$ cat config.mk
export PLATFORM = sky130hd
export DESIGN_NAME = split_mult16
export DESIGN_NICKNAME = d
export VERILOG_FILES = /design/src/hdl/split_mult_pkg.sv /design/src/hdl/pp_if.sv /design/src/hdl/split_mult16.sv /design/src/hdl/product_combiner.sv /design/src/hdl/cross_sum_stage.sv /design/src/hdl/pp_generator.sv /design/src/hdl/sub_mult.sv
export SDC_FILE = /design/constraint.sdc
export NUM_CORES = 1
export LEC_CHECK = 0
export BUFFER_PORTS_ARGS = -buffer_cell sky130_fd_sc_hd__buf_4
export CORE_MARGIN = 2
export CORE_UTILIZATION = 50
export DETAILED_ROUTE_END_ITERATION = 12
export PLACE_DENSITY = 0.73
export SLEW_MARGIN = 5
export SYNTH_ARGS = -nofsm -noshare
export SYNTH_HDL_FRONTEND = slang
export SYNTH_HIERARCHICAL = 1
export SYNTH_SLANG_ARGS = --single-unit
$ cat constraint.sdc
create_clock -name clk -period 6.3 [get_ports clk]
set_input_delay 0.315 -clock clk [delete_from_list [all_inputs] [get_ports clk]]
set_output_delay 0.315 -clock clk [all_outputs]
set_load 0.01 [all_outputs]
$ cat src/hdl/split_mult_pkg.sv
`default_nettype none

package split_mult_pkg;

    // operand and full product widths.
    localparam int OP_W   = 16;
    localparam int PROD_W = 2 * OP_W;

    // operands are split as {hi, lo} with lo taking the low bits.
    localparam int A_LO_DEFAULT = 7;

    // widest sub-product is hi x hi.
    localparam int PART_W = 2 * (OP_W - A_LO_DEFAULT);

    // sum of the two cross products, with its carry.
    localparam int CROSS_W = PART_W + 1;

    typedef logic [OP_W-1:0]    operand_t;
    typedef logic [PROD_W-1:0]  product_t;
    typedef logic [PART_W-1:0]  part_prod_t;  // narrower products are zero-extended.
    typedef logic [CROSS_W-1:0] cross_sum_t;

endpackage

`default_nettype wire
$ cat src/hdl/pp_if.sv
`timescale 1ns/1ps
`default_nettype none

// partial products out of the first stage.
interface pp_if;
    import split_mult_pkg::*;

    part_prod_t p_hh;
    part_prod_t p_hl;
    part_prod_t p_lh;
    part_prod_t p_ll;
    logic       valid;  // data is only meaningful while high.

    modport src (output p_hh, output p_hl, output p_lh, output p_ll, output valid);
    modport dst (input p_hh, input p_hl, input p_lh, input p_ll, input valid);
endinterface

interface cross_if;
    import split_mult_pkg::*;

    part_prod_t p_hh;
    cross_sum_t p_cross;  // hi x lo + lo x hi.
    part_prod_t p_ll;
    logic       valid;

    modport src (output p_hh, output p_cross, output p_ll, output valid);
    modport dst (input p_hh, input p_cross, input p_ll, input valid);
endinterface

`default_nettype wire

$ cat src/hdl/split_mult16.sv
`timescale 1ns/1ps
`default_nettype none

// 16x16 unsigned multiplier, three register stages deep.
module split_mult16 #(
    parameter int LO_W = split_mult_pkg::A_LO_DEFAULT
) (
    input  logic                     clk,
    input  logic                     arst_n,
    input  logic                     in_valid,
    input  split_mult_pkg::operand_t a,
    input  split_mult_pkg::operand_t b,
    output logic                     out_valid,
    output split_mult_pkg::product_t p
);

    pp_if    pp_bus ();
    cross_if cs_bus ();

    pp_generator #(.LO_W(LO_W)) u_pp_generator (
        .clk      (clk),
        .arst_n   (arst_n),
        .in_valid (in_valid),
        .a        (a),
        .b        (b),
        .pp       (pp_bus.src)
    );

    cross_sum_stage u_cross_sum_stage (
        .clk    (clk),
        .arst_n (arst_n),
        .pp     (pp_bus.dst),
        .cs     (cs_bus.src)
    );

    product_combiner #(.LO_W(LO_W)) u_product_combiner (
        .clk       (clk),
        .arst_n    (arst_n),
        .cs        (cs_bus.dst),
        .out_valid (out_valid),
        .p         (p)
    );

endmodule

`default_nettype wire

$ cat src/hdl/product_combiner.sv
`timescale 1ns/1ps
`default_nettype none

module product_combiner #(
    parameter int LO_W = split_mult_pkg::A_LO_DEFAULT
) (
    input  logic                     clk,
    input  logic                     arst_n,
    cross_if.dst                     cs,
    output logic                     out_valid,
    output split_mult_pkg::product_t p
);
    import split_mult_pkg::*;

    // everything above the low LO_W bits.
    localparam int UP_W = PROD_W - LO_W;

    logic [UP_W-1:0] upper_sum;

    // hh sits at 2*LO_W, cross at LO_W, upper half of ll joins the add.
    assign upper_sum = (UP_W'(cs.p_hh) << LO_W)
                     + UP_W'(cs.p_cross)
                     + UP_W'(cs.p_ll >> LO_W);

    always_ff @(posedge clk or negedge arst_n) begin
        if (!arst_n) begin
            out_valid <= 1'b0;
            p         <= '0;
        end else begin
            out_valid <= cs.valid;
            p         <= {upper_sum, cs.p_ll[LO_W-1:0]};  // low bits need no add.
        end
    end

endmodule

`default_nettype wire

$ cat src/hdl/cross_sum_stage.sv
`timescale 1ns/1ps
`default_nettype none

// middle stage: folds the two cross products into one sum.
module cross_sum_stage (
    input  logic clk,
    input  logic arst_n,
    pp_if.dst    pp,
    cross_if.src cs
);
    import split_mult_pkg::*;

    cross_sum_t cross_sum;

    // one extra bit keeps the carry.
    assign cross_sum = cross_sum_t'(pp.p_hl) + cross_sum_t'(pp.p_lh);

    always_ff @(posedge clk or negedge arst_n) begin
        if (!arst_n) begin
            cs.valid   <= 1'b0;
            cs.p_hh    <= '0;
            cs.p_cross <= '0;
            cs.p_ll    <= '0;
        end else begin
            cs.valid   <= pp.valid;
            cs.p_hh    <= pp.p_hh;  // passed on unchanged.
            cs.p_cross <= cross_sum;
            cs.p_ll    <= pp.p_ll;
        end
    end

endmodule

`default_nettype wire

$ cat src/hdl/pp_generator.sv
`timescale 1ns/1ps
`default_nettype none

module pp_generator #(
    parameter int LO_W = split_mult_pkg::A_LO_DEFAULT
) (
    input  logic                      clk,
    input  logic                      arst_n,
    input  logic                      in_valid,
    input  split_mult_pkg::operand_t  a,
    input  split_mult_pkg::operand_t  b,
    pp_if.src                         pp
);
    import split_mult_pkg::*;

    localparam int HI_W = OP_W - LO_W;

    logic [HI_W-1:0]      a_hi;
    logic [HI_W-1:0]      b_hi;
    logic [LO_W-1:0]      a_lo;
    logic [LO_W-1:0]      b_lo;
    logic [2*HI_W-1:0]    m_hh;
    logic [HI_W+LO_W-1:0] m_hl;
    logic [LO_W+HI_W-1:0] m_lh;
    logic [2*LO_W-1:0]    m_ll;

    assign a_hi = a[OP_W-1:LO_W];
    assign b_hi = b[OP_W-1:LO_W];
    assign a_lo = a[LO_W-1:0];
    assign b_lo = b[LO_W-1:0];

    sub_mult #(.A_W(HI_W), .B_W(HI_W)) u_hh (
        .a (a_hi),
        .b (b_hi),
        .p (m_hh)
    );

    sub_mult #(.A_W(HI_W), .B_W(LO_W)) u_hl (
        .a (a_hi),
        .b (b_lo),
        .p (m_hl)
    );

    sub_mult #(.A_W(LO_W), .B_W(HI_W)) u_lh (
        .a (a_lo),
        .b (b_hi),
        .p (m_lh)
    );

    sub_mult #(.A_W(LO_W), .B_W(LO_W)) u_ll (
        .a (a_lo),
        .b (b_lo),
        .p (m_ll)
    );

    // first pipeline register.
    always_ff @(posedge clk or negedge arst_n) begin
        if (!arst_n) begin
            pp.valid <= 1'b0;
            pp.p_hh  <= '0;
            pp.p_hl  <= '0;
            pp.p_lh  <= '0;
            pp.p_ll  <= '0;
        end else begin
            pp.valid <= in_valid;
            pp.p_hh  <= part_prod_t'(m_hh);
            pp.p_hl  <= part_prod_t'(m_hl);  // zero-extended.
            pp.p_lh  <= part_prod_t'(m_lh);
            pp.p_ll  <= part_prod_t'(m_ll);
        end
    end

endmodule

`default_nettype wire

$ cat src/hdl/sub_mult.sv
`timescale 1ns/1ps
`default_nettype none

// unsigned A_W x B_W multiplier, split once more into four pieces.
module sub_mult #(
    parameter int A_W = 9,
    parameter int B_W = 9
) (
    input  logic [A_W-1:0]     a,
    input  logic [B_W-1:0]     b,
    output logic [A_W+B_W-1:0] p
);

    localparam int P_W = A_W + B_W;

    generate
        if (A_W == 1) begin : g_a_bit
            assign p = P_W'(b & {B_W{a[0]}});  // single bit is just an and.
        end else if (B_W == 1) begin : g_b_bit
            assign p = P_W'(a & {A_W{b[0]}});
        end else begin : g_split
            // split at half width, high piece gets the odd bit.
            localparam int AL = A_W / 2;
            localparam int AH = A_W - AL;
            localparam int BL = B_W / 2;
            localparam int BH = B_W - BL;

            logic [AH-1:0]    a_hi;
            logic [AL-1:0]    a_lo;
            logic [BH-1:0]    b_hi;
            logic [BL-1:0]    b_lo;
            logic [AH+BH-1:0] m_hh;
            logic [AH+BL-1:0] m_hl;
            logic [AL+BH-1:0] m_lh;
            logic [AL+BL-1:0] m_ll;

            assign a_hi = a[A_W-1:AL];
            assign a_lo = a[AL-1:0];
            assign b_hi = b[B_W-1:BL];
            assign b_lo = b[BL-1:0];

            assign m_hh = a_hi * b_hi;
            assign m_hl = a_hi * b_lo;
            assign m_lh = a_lo * b_hi;
            assign m_ll = a_lo * b_lo;

            // weights are 2^(AL+BL), 2^AL, 2^BL and 1.
            assign p = (P_W'(m_hh) << (AL + BL))
                     + (P_W'(m_hl) << AL)
                     + (P_W'(m_lh) << BL)
                     + P_W'(m_ll);
        end
    endgenerate

endmodule

`default_nettype wire

======== Word-level counts from Yosys, hierarchy flattened ========
Index checks and enable logic that the tools add are counted.
word-level totals
  register bits ........................... 150
  bits in latches ......................... 0
  memory bits (writable) .................. 0
  memory bits (read-only) ................. 0
  input port bits ......................... 35
  output and inout bits ................... 33
  memories ................................ 0
cells by class
  $add $sub $neg .......................... 15
  $mul .................................... 16
  div/mod/pow operators ................... 0
  order comparisons ....................... 0
  equality and inequality tests ........... 0
  shifts and indexed selects .............. 0
  mux-type cells .......................... 0
  bitwise logic cells ..................... 0
  reduce and logical (&&, ||, !) cells .... 0
operator list
  operator                                      number
  18-bit by 13-bit adder with 18-bit output     2
  16-bit by 11-bit adder with 16-bit output     2
  16-bit by 12-bit adder with 16-bit output     2
  16-bit by 7-bit adder with 16-bit output      2
  4-bit by 4-bit multiplier with 8-bit output   4
  14-bit by 10-bit adder with 14-bit output     2
  25-bit by 19-bit adder with 25-bit output     1
  25-bit by 7-bit adder with 25-bit output      1
  18-bit by 8-bit adder with 18-bit output      1
  4-bit by 5-bit multiplier with 9-bit output   2
  5-bit by 4-bit multiplier with 9-bit output   2
  16-bit by 16-bit adder with 17-bit output     1
  14-bit by 6-bit adder with 14-bit output      1
  3-bit by 4-bit multiplier with 7-bit output   2
  4-bit by 3-bit multiplier with 7-bit output   2
  5-bit by 5-bit multiplier with 10-bit output  1
  3-bit by 5-bit multiplier with 8-bit output   1
  5-bit by 3-bit multiplier with 8-bit output   1
  3-bit by 3-bit multiplier with 6-bit output   1

======== Depth between registers and ports, before layout ========
  depth after elaboration ................. 4
  depth in mapped cells ................... 24

======== Modules after synthesis ========
Netlist, hierarchy kept.
by module, submodules not included
  module                          times used  cells an instance  area an instance (um2)  seq. area each (um2)
  sub_mult (u_pp_generator.u_hh)  1           389                3260.6                  0.0
  sub_mult (u_pp_generator.u_hl)  1           264                2292.2                  0.0
  sub_mult (u_pp_generator.u_lh)  1           273                2279.7                  0.0
  cross_sum_stage                 1           172                2260.9                  1401.3
  product_combiner                1           191                2143.3                  825.8
  sub_mult (u_pp_generator.u_ll)  1           201                1734.2                  0.0
  pp_generator                    1           74                 1690.4                  1626.6

======== Least setup slack after synthesis ========
Ideal clock, no wire load.
  kind .................................... input-to-reg
  from .................................... input port a[10]
  to ...................................... register u_pp_generator.pp.p_hh[14]
  setup time .............................. 0.065 ns
  data arrival time ....................... 4.853 ns
  data required time ...................... 6.235 ns
  slack ................................... 1.382 ns
  stages on the path ...................... 20
  path buffers ............................ 0
  cell sequence ........................... nand2_1 > fa_1 > fa_1 > inv_1 > fa_1 > a21oi_1 > nor2_1 > nor2_1 > o21bai_1 > a21oi_1 > xnor2_1 > ha_1 > ha_1 > inv_1 > fa_1 > inv_1 > ha_1 > or4b_2 > nand3_1 > a211o_1
on the way
  longest elaborated chain between the ends .. 3
  elaborated cells between the ends (all ways) .. 4
RTL lines
  item                                          RTL line            text
  start, declared                               split_mult16.sv:11  input split_mult_pkg::operand_t a,
  4-bit by 5-bit multiplier with 9-bit output   sub_mult.sv:44      assign m_lh = a_lo * b_hi;
  18-bit by 13-bit adder with 18-bit output     sub_mult.sv:50      + (P_W'(m_lh) << BL)
  18-bit by 8-bit adder with 18-bit output (*)  sub_mult.sv:51      + P_W'(m_ll);
  net u_pp_generator.m_hh[14]                   pp_generator.sv:22  logic [2*HI_W-1:0] m_hh;
  end signal, assigned                          pp_generator.sv:66  pp.p_hh <= part_prod_t'(m_hh);
  end, declared                                 pp_if.sv:14         modport src (output p_hh, output p_hl, output p_lh, output p_ll, output valid);
The timed path passes the listed nets; every way through them passes the cells marked *.

======== Worst setup path after layout ========
  from .................................... input port b[11]
  to ...................................... register u_pp_generator.pp.p_hh[14]
on the way
  longest elaborated chain between the ends .. 4
  elaborated cells between the ends (all ways) .. 5
RTL lines
  item                                           RTL line            text
  start, declared                                split_mult16.sv:12  input split_mult_pkg::operand_t b,
  5-bit by 5-bit multiplier with 10-bit output   sub_mult.sv:42      assign m_hh = a_hi * b_hi;
  18-bit by 13-bit adder with 18-bit output      sub_mult.sv:49      + (P_W'(m_hl) << AL)
  18-bit by 13-bit adder with 18-bit output (*)  sub_mult.sv:50
  18-bit by 8-bit adder with 18-bit output (*)   sub_mult.sv:51
  net u_pp_generator.m_hh[14]                    pp_generator.sv:22
Marked as above.

==> impl_metrics.json <==
{
  "diodes": 0,
  "grt_max_degree": 90,
  "path_clk_slew_ns": 0.06,
  "drt_iter0_drc": 444,
  "cts_tree": "done",
  "start_util_pct": 50.9,
  "port-buffer-count": 67,
  "post_cts_resized": 0,
  "dr.pass1.iters": 5,
  "max_cap_viol_count": 0,
  "drive_gt1_share_pct": 8.20,
  "yosysSeqAreaShare_pct": 24.6,
  "num_rows": 64,
  "synthToLayoutAreaGrowth_pct": 9.91,
  "ioPinCount": 68,
  "drv_slew": 0,
  "clkSinkCount": 154,
  "syn_avg_cell_area_um2": 10.0,
  "rsz0062_at_grt": "false",
  "dieArea_um2": 32800,
  "finalSetupTns_ns": 0,
  "fp.dieW_um": 181,
  "synth_ff_type": "dfrtp_1",
  "cts_inserted_buffers": 17,
  "worstPathMaxFanout": 16,
  "synth.top_cell.area_share_pct": 24.6,
  "place_area_um2": 16600,
  "core-area_um2": 30700,
  "detail-route-antenna-nets": 0,
  "cp.required_ns": 6.66,
  "setup_viol": 0,
  "clk_latency_ns": 0.42,
  "cp-end-kind": "flop",
  "r2r_cells": 10,
  "dpl.hpwl_um": 24700,
  "synth.area.top_cells": "dfrtp_1 (25%), ha_1 (24%), fa_1 (15%)",
  "htreeDepth": 4,
  "min_period_ns": 5.03,
  "antenna_found_initial": 0,
  "synth_area_leader_cell": "dfrtp_1",
  "drc_errors": 0,
  "p_leak_nw": 9.01,
  "min_period_over_period_pct": 79.8,
  "arrival_ns": 5.38,
  "hold_depth": 2,
  "drt_wl_total_um": 30500,
  "synth_edf_count": 0,
  "hp-start": "a[0]",
  "fmax_mhz": 199,
  "fin_nets": 2089,
  "grt_overflow_total": 0,
  "avgViaCountPerCell": 5.34,
  "r2r_slack_ns": 3.57,
  "vias": 10971,
  "grt_pass1_wl_um": 52200,
  "r2r-start": "u_cross_sum_stage/cs.p_hh[0]",
  "vdd_drop_max_uv": 193,
  "total_power_mw": 7.22,
  "relSlewSlack_pct": 48.6,
  "synth_cell_types": 81,
  "synthMostInstantiatedCell": "ha_1",
  "first_global_vias": 11020,
  "critical_path_class": "input pin to flop",
  "synth_cells": 1564,
  "r2r-end": "u_product_combiner/p[25]",
  "clock_path_buffers": 2,
  "synth_common_cells": "ha_1 (295), inv_1 (190), and2_1 (163)",
  "ys_ff_latch": 154,
  "fin_skew_ns": 0.00784,
  "place.gp.congestion": 0.855,
  "status": "complete, no violations",
  "fin_area_um2": 17200,
  "die_y_um": 181,
  "hold_path.class": "input pin to flop",
  "hold_slack_ns": 0.278,
  "min_to": "u_pp_generator/pp.p_lh[0]",
  "grt_use_total_pct": 19.3,
  "crit_path_start_kind": "input pin",
  "p_per_area_nw_per_um2": 419,
  "syn-cell-area_um2": 15700,
  "hold_viol": 0,
  "tightest_slew_ns": 0.770,
  "wl_per_cell_um": 14.8,
  "yosysWarnings": 6,
  "ctsRootBufferMaster": "clkbuf_16",
  "async_reset_ff_share_pct": 100
}
metrics by stage:
step / instances / setup slack (ns) / util, %
after CTS: 2054 / 1.29 / 56.0
after floorplan: 1571 / 1.38 / -
after global placement: 2020 / 0.951 / 54.0
after detailed placement: 2020 / 0.872 / 54.0
after global routing: 2054 / 1.01 / 56.0
final: 2054 / 1.27 / 56.0
worst max-delay path: stages:
cell      delay [ns]
buf_4           0.18
nand2_1         0.10
fa_1            0.52
fa_1            0.54
inv_1           0.07
fa_1            0.45
a21oi_1         0.17
nor2_1          0.06
nor2_1          0.15
o21bai_1        0.08
a21oi_1         0.17
xnor2_1         0.18
ha_1            0.28
ha_1            0.28
inv_1           0.05
fa_1            0.52
inv_1           0.04
ha_1            0.36
or4b_2          0.65
nand3_1         0.09
a211o_1         0.10
area by class of cell:
| class | instances | area, um^2 |
|---|---|---|
| multi-input combinational | 1211 | 11000 |
| fill | 2702 | 13500 |
| timing repair buffer | 70 | 534 |
| clock buffer | 19 | 453 |
| clock inverter | 13 | 131 |
| sequential | 154 | 3850 |
| tap | 396 | 495 |
| inverter | 191 | 717 |
cells by family after synthesis:
kind of cell	Yosys count	share of synthesized area, %
AND/OR/NAND/NOR	433	14.7
buffers and inverters	206	5.14
flip-flops	154	24.6
AO/OA/AOI/OAI	245	10.9
XOR/XNOR	113	6.37
adder cells (fa/ha/maj)	409	38.1
other	1	0.0239
multiplexers	3	0.192
timing repair:
| action | 4_1_cts | 5_1_grt |
|---|---|---|
| hold buffers | 2 | 0 |
| setup buffers | 0 | 0 |
| hold endpoints to repair | 89 | 0 |
per-layer routing:
metal / track usage (%) / share of wire [%] / vias up
met2: 32.6 / 48 / 189
met5: 0 / 0 / -
met3: 2.68 / 2.8 / 37
met4: 4.65 / 1.6 / 0
met1: 26.3 / 48 / 5362
li1: - / - / 5383
state kept, by name, indices dropped and copies added (netlist names):
signal and count:
u_pp_generator/pp.p_hl 16, u_pp_generator/pp.p_hh 18, u_cross_sum_stage/cs.p_hh 18, u_cross_sum_stage/cs.p_ll 18
u_product_combiner/out_valid 1, u_cross_sum_stage/cs.p_cross 19, u_pp_generator/pp.p_lh 16, u_cross_sum_stage/cs.valid 1
u_product_combiner/p 32, u_pp_generator/pp.p_ll 14, u_pp_generator/pp.valid 1
cell usage in the layout (no fill, tap or decap), types with 5 or more instances in the layout:
cell,netlist,final
and2_1,163,163
a21oi_2,5,5
nor3_1,9,9
dfrtp_1,154,154
ha_1,295,295
buf_4,8,67
o211ai_1,5,5
inv_6,0,7
conb_1,1,8
clkbuf_16,0,17
inv_1,190,190
o21bai_1,12,12
o21ai_0,32,32
o21a_1,8,8
a31oi_1,10,10
a21o_1,36,36
a211oi_1,8,8
a21oi_1,81,81
xnor2_1,73,73
nor2b_1,14,14
o21ai_1,6,6
and3_1,9,9
nor2_1,46,46
nand2b_1,10,10
nand2_1,134,134
nand3_1,18,18
xor2_1,39,39
fa_1,114,114
report_power, final:
| part | leakage, nW | switching (mW) | internal, mW |
|---|---|---|---|
| Clock | 0.278 | 0.405 | 0.574 |
| Sequential | 1.83 | 0.147 | 1.45 |
| Combinational | 6.90 | 2.63 | 2.01 |
| Total | 9.01 | 3.18 | 4.03 |
how the worst max path moves through the flow:
| stage | start | to | depth (start not counted) |
|---|---|---|---|
| global route | b[11] | u_pp_generator/pp.p_hh[14] | 21 |
| CTS | b[11] | u_pp_generator/pp.p_hh[14] | 21 |
| floorplan | a[10] | u_pp_generator/pp.p_hh[14] | 20 |
| finish | b[11] | u_pp_generator/pp.p_hh[14] | 21 |
| global placement | b[11] | u_pp_generator/pp.p_hh[14] | 21 |
| detailed placement | b[11] | u_pp_generator/pp.p_hh[14] | 21 |
Note: power is estimated with default switching activity, not from simulation.
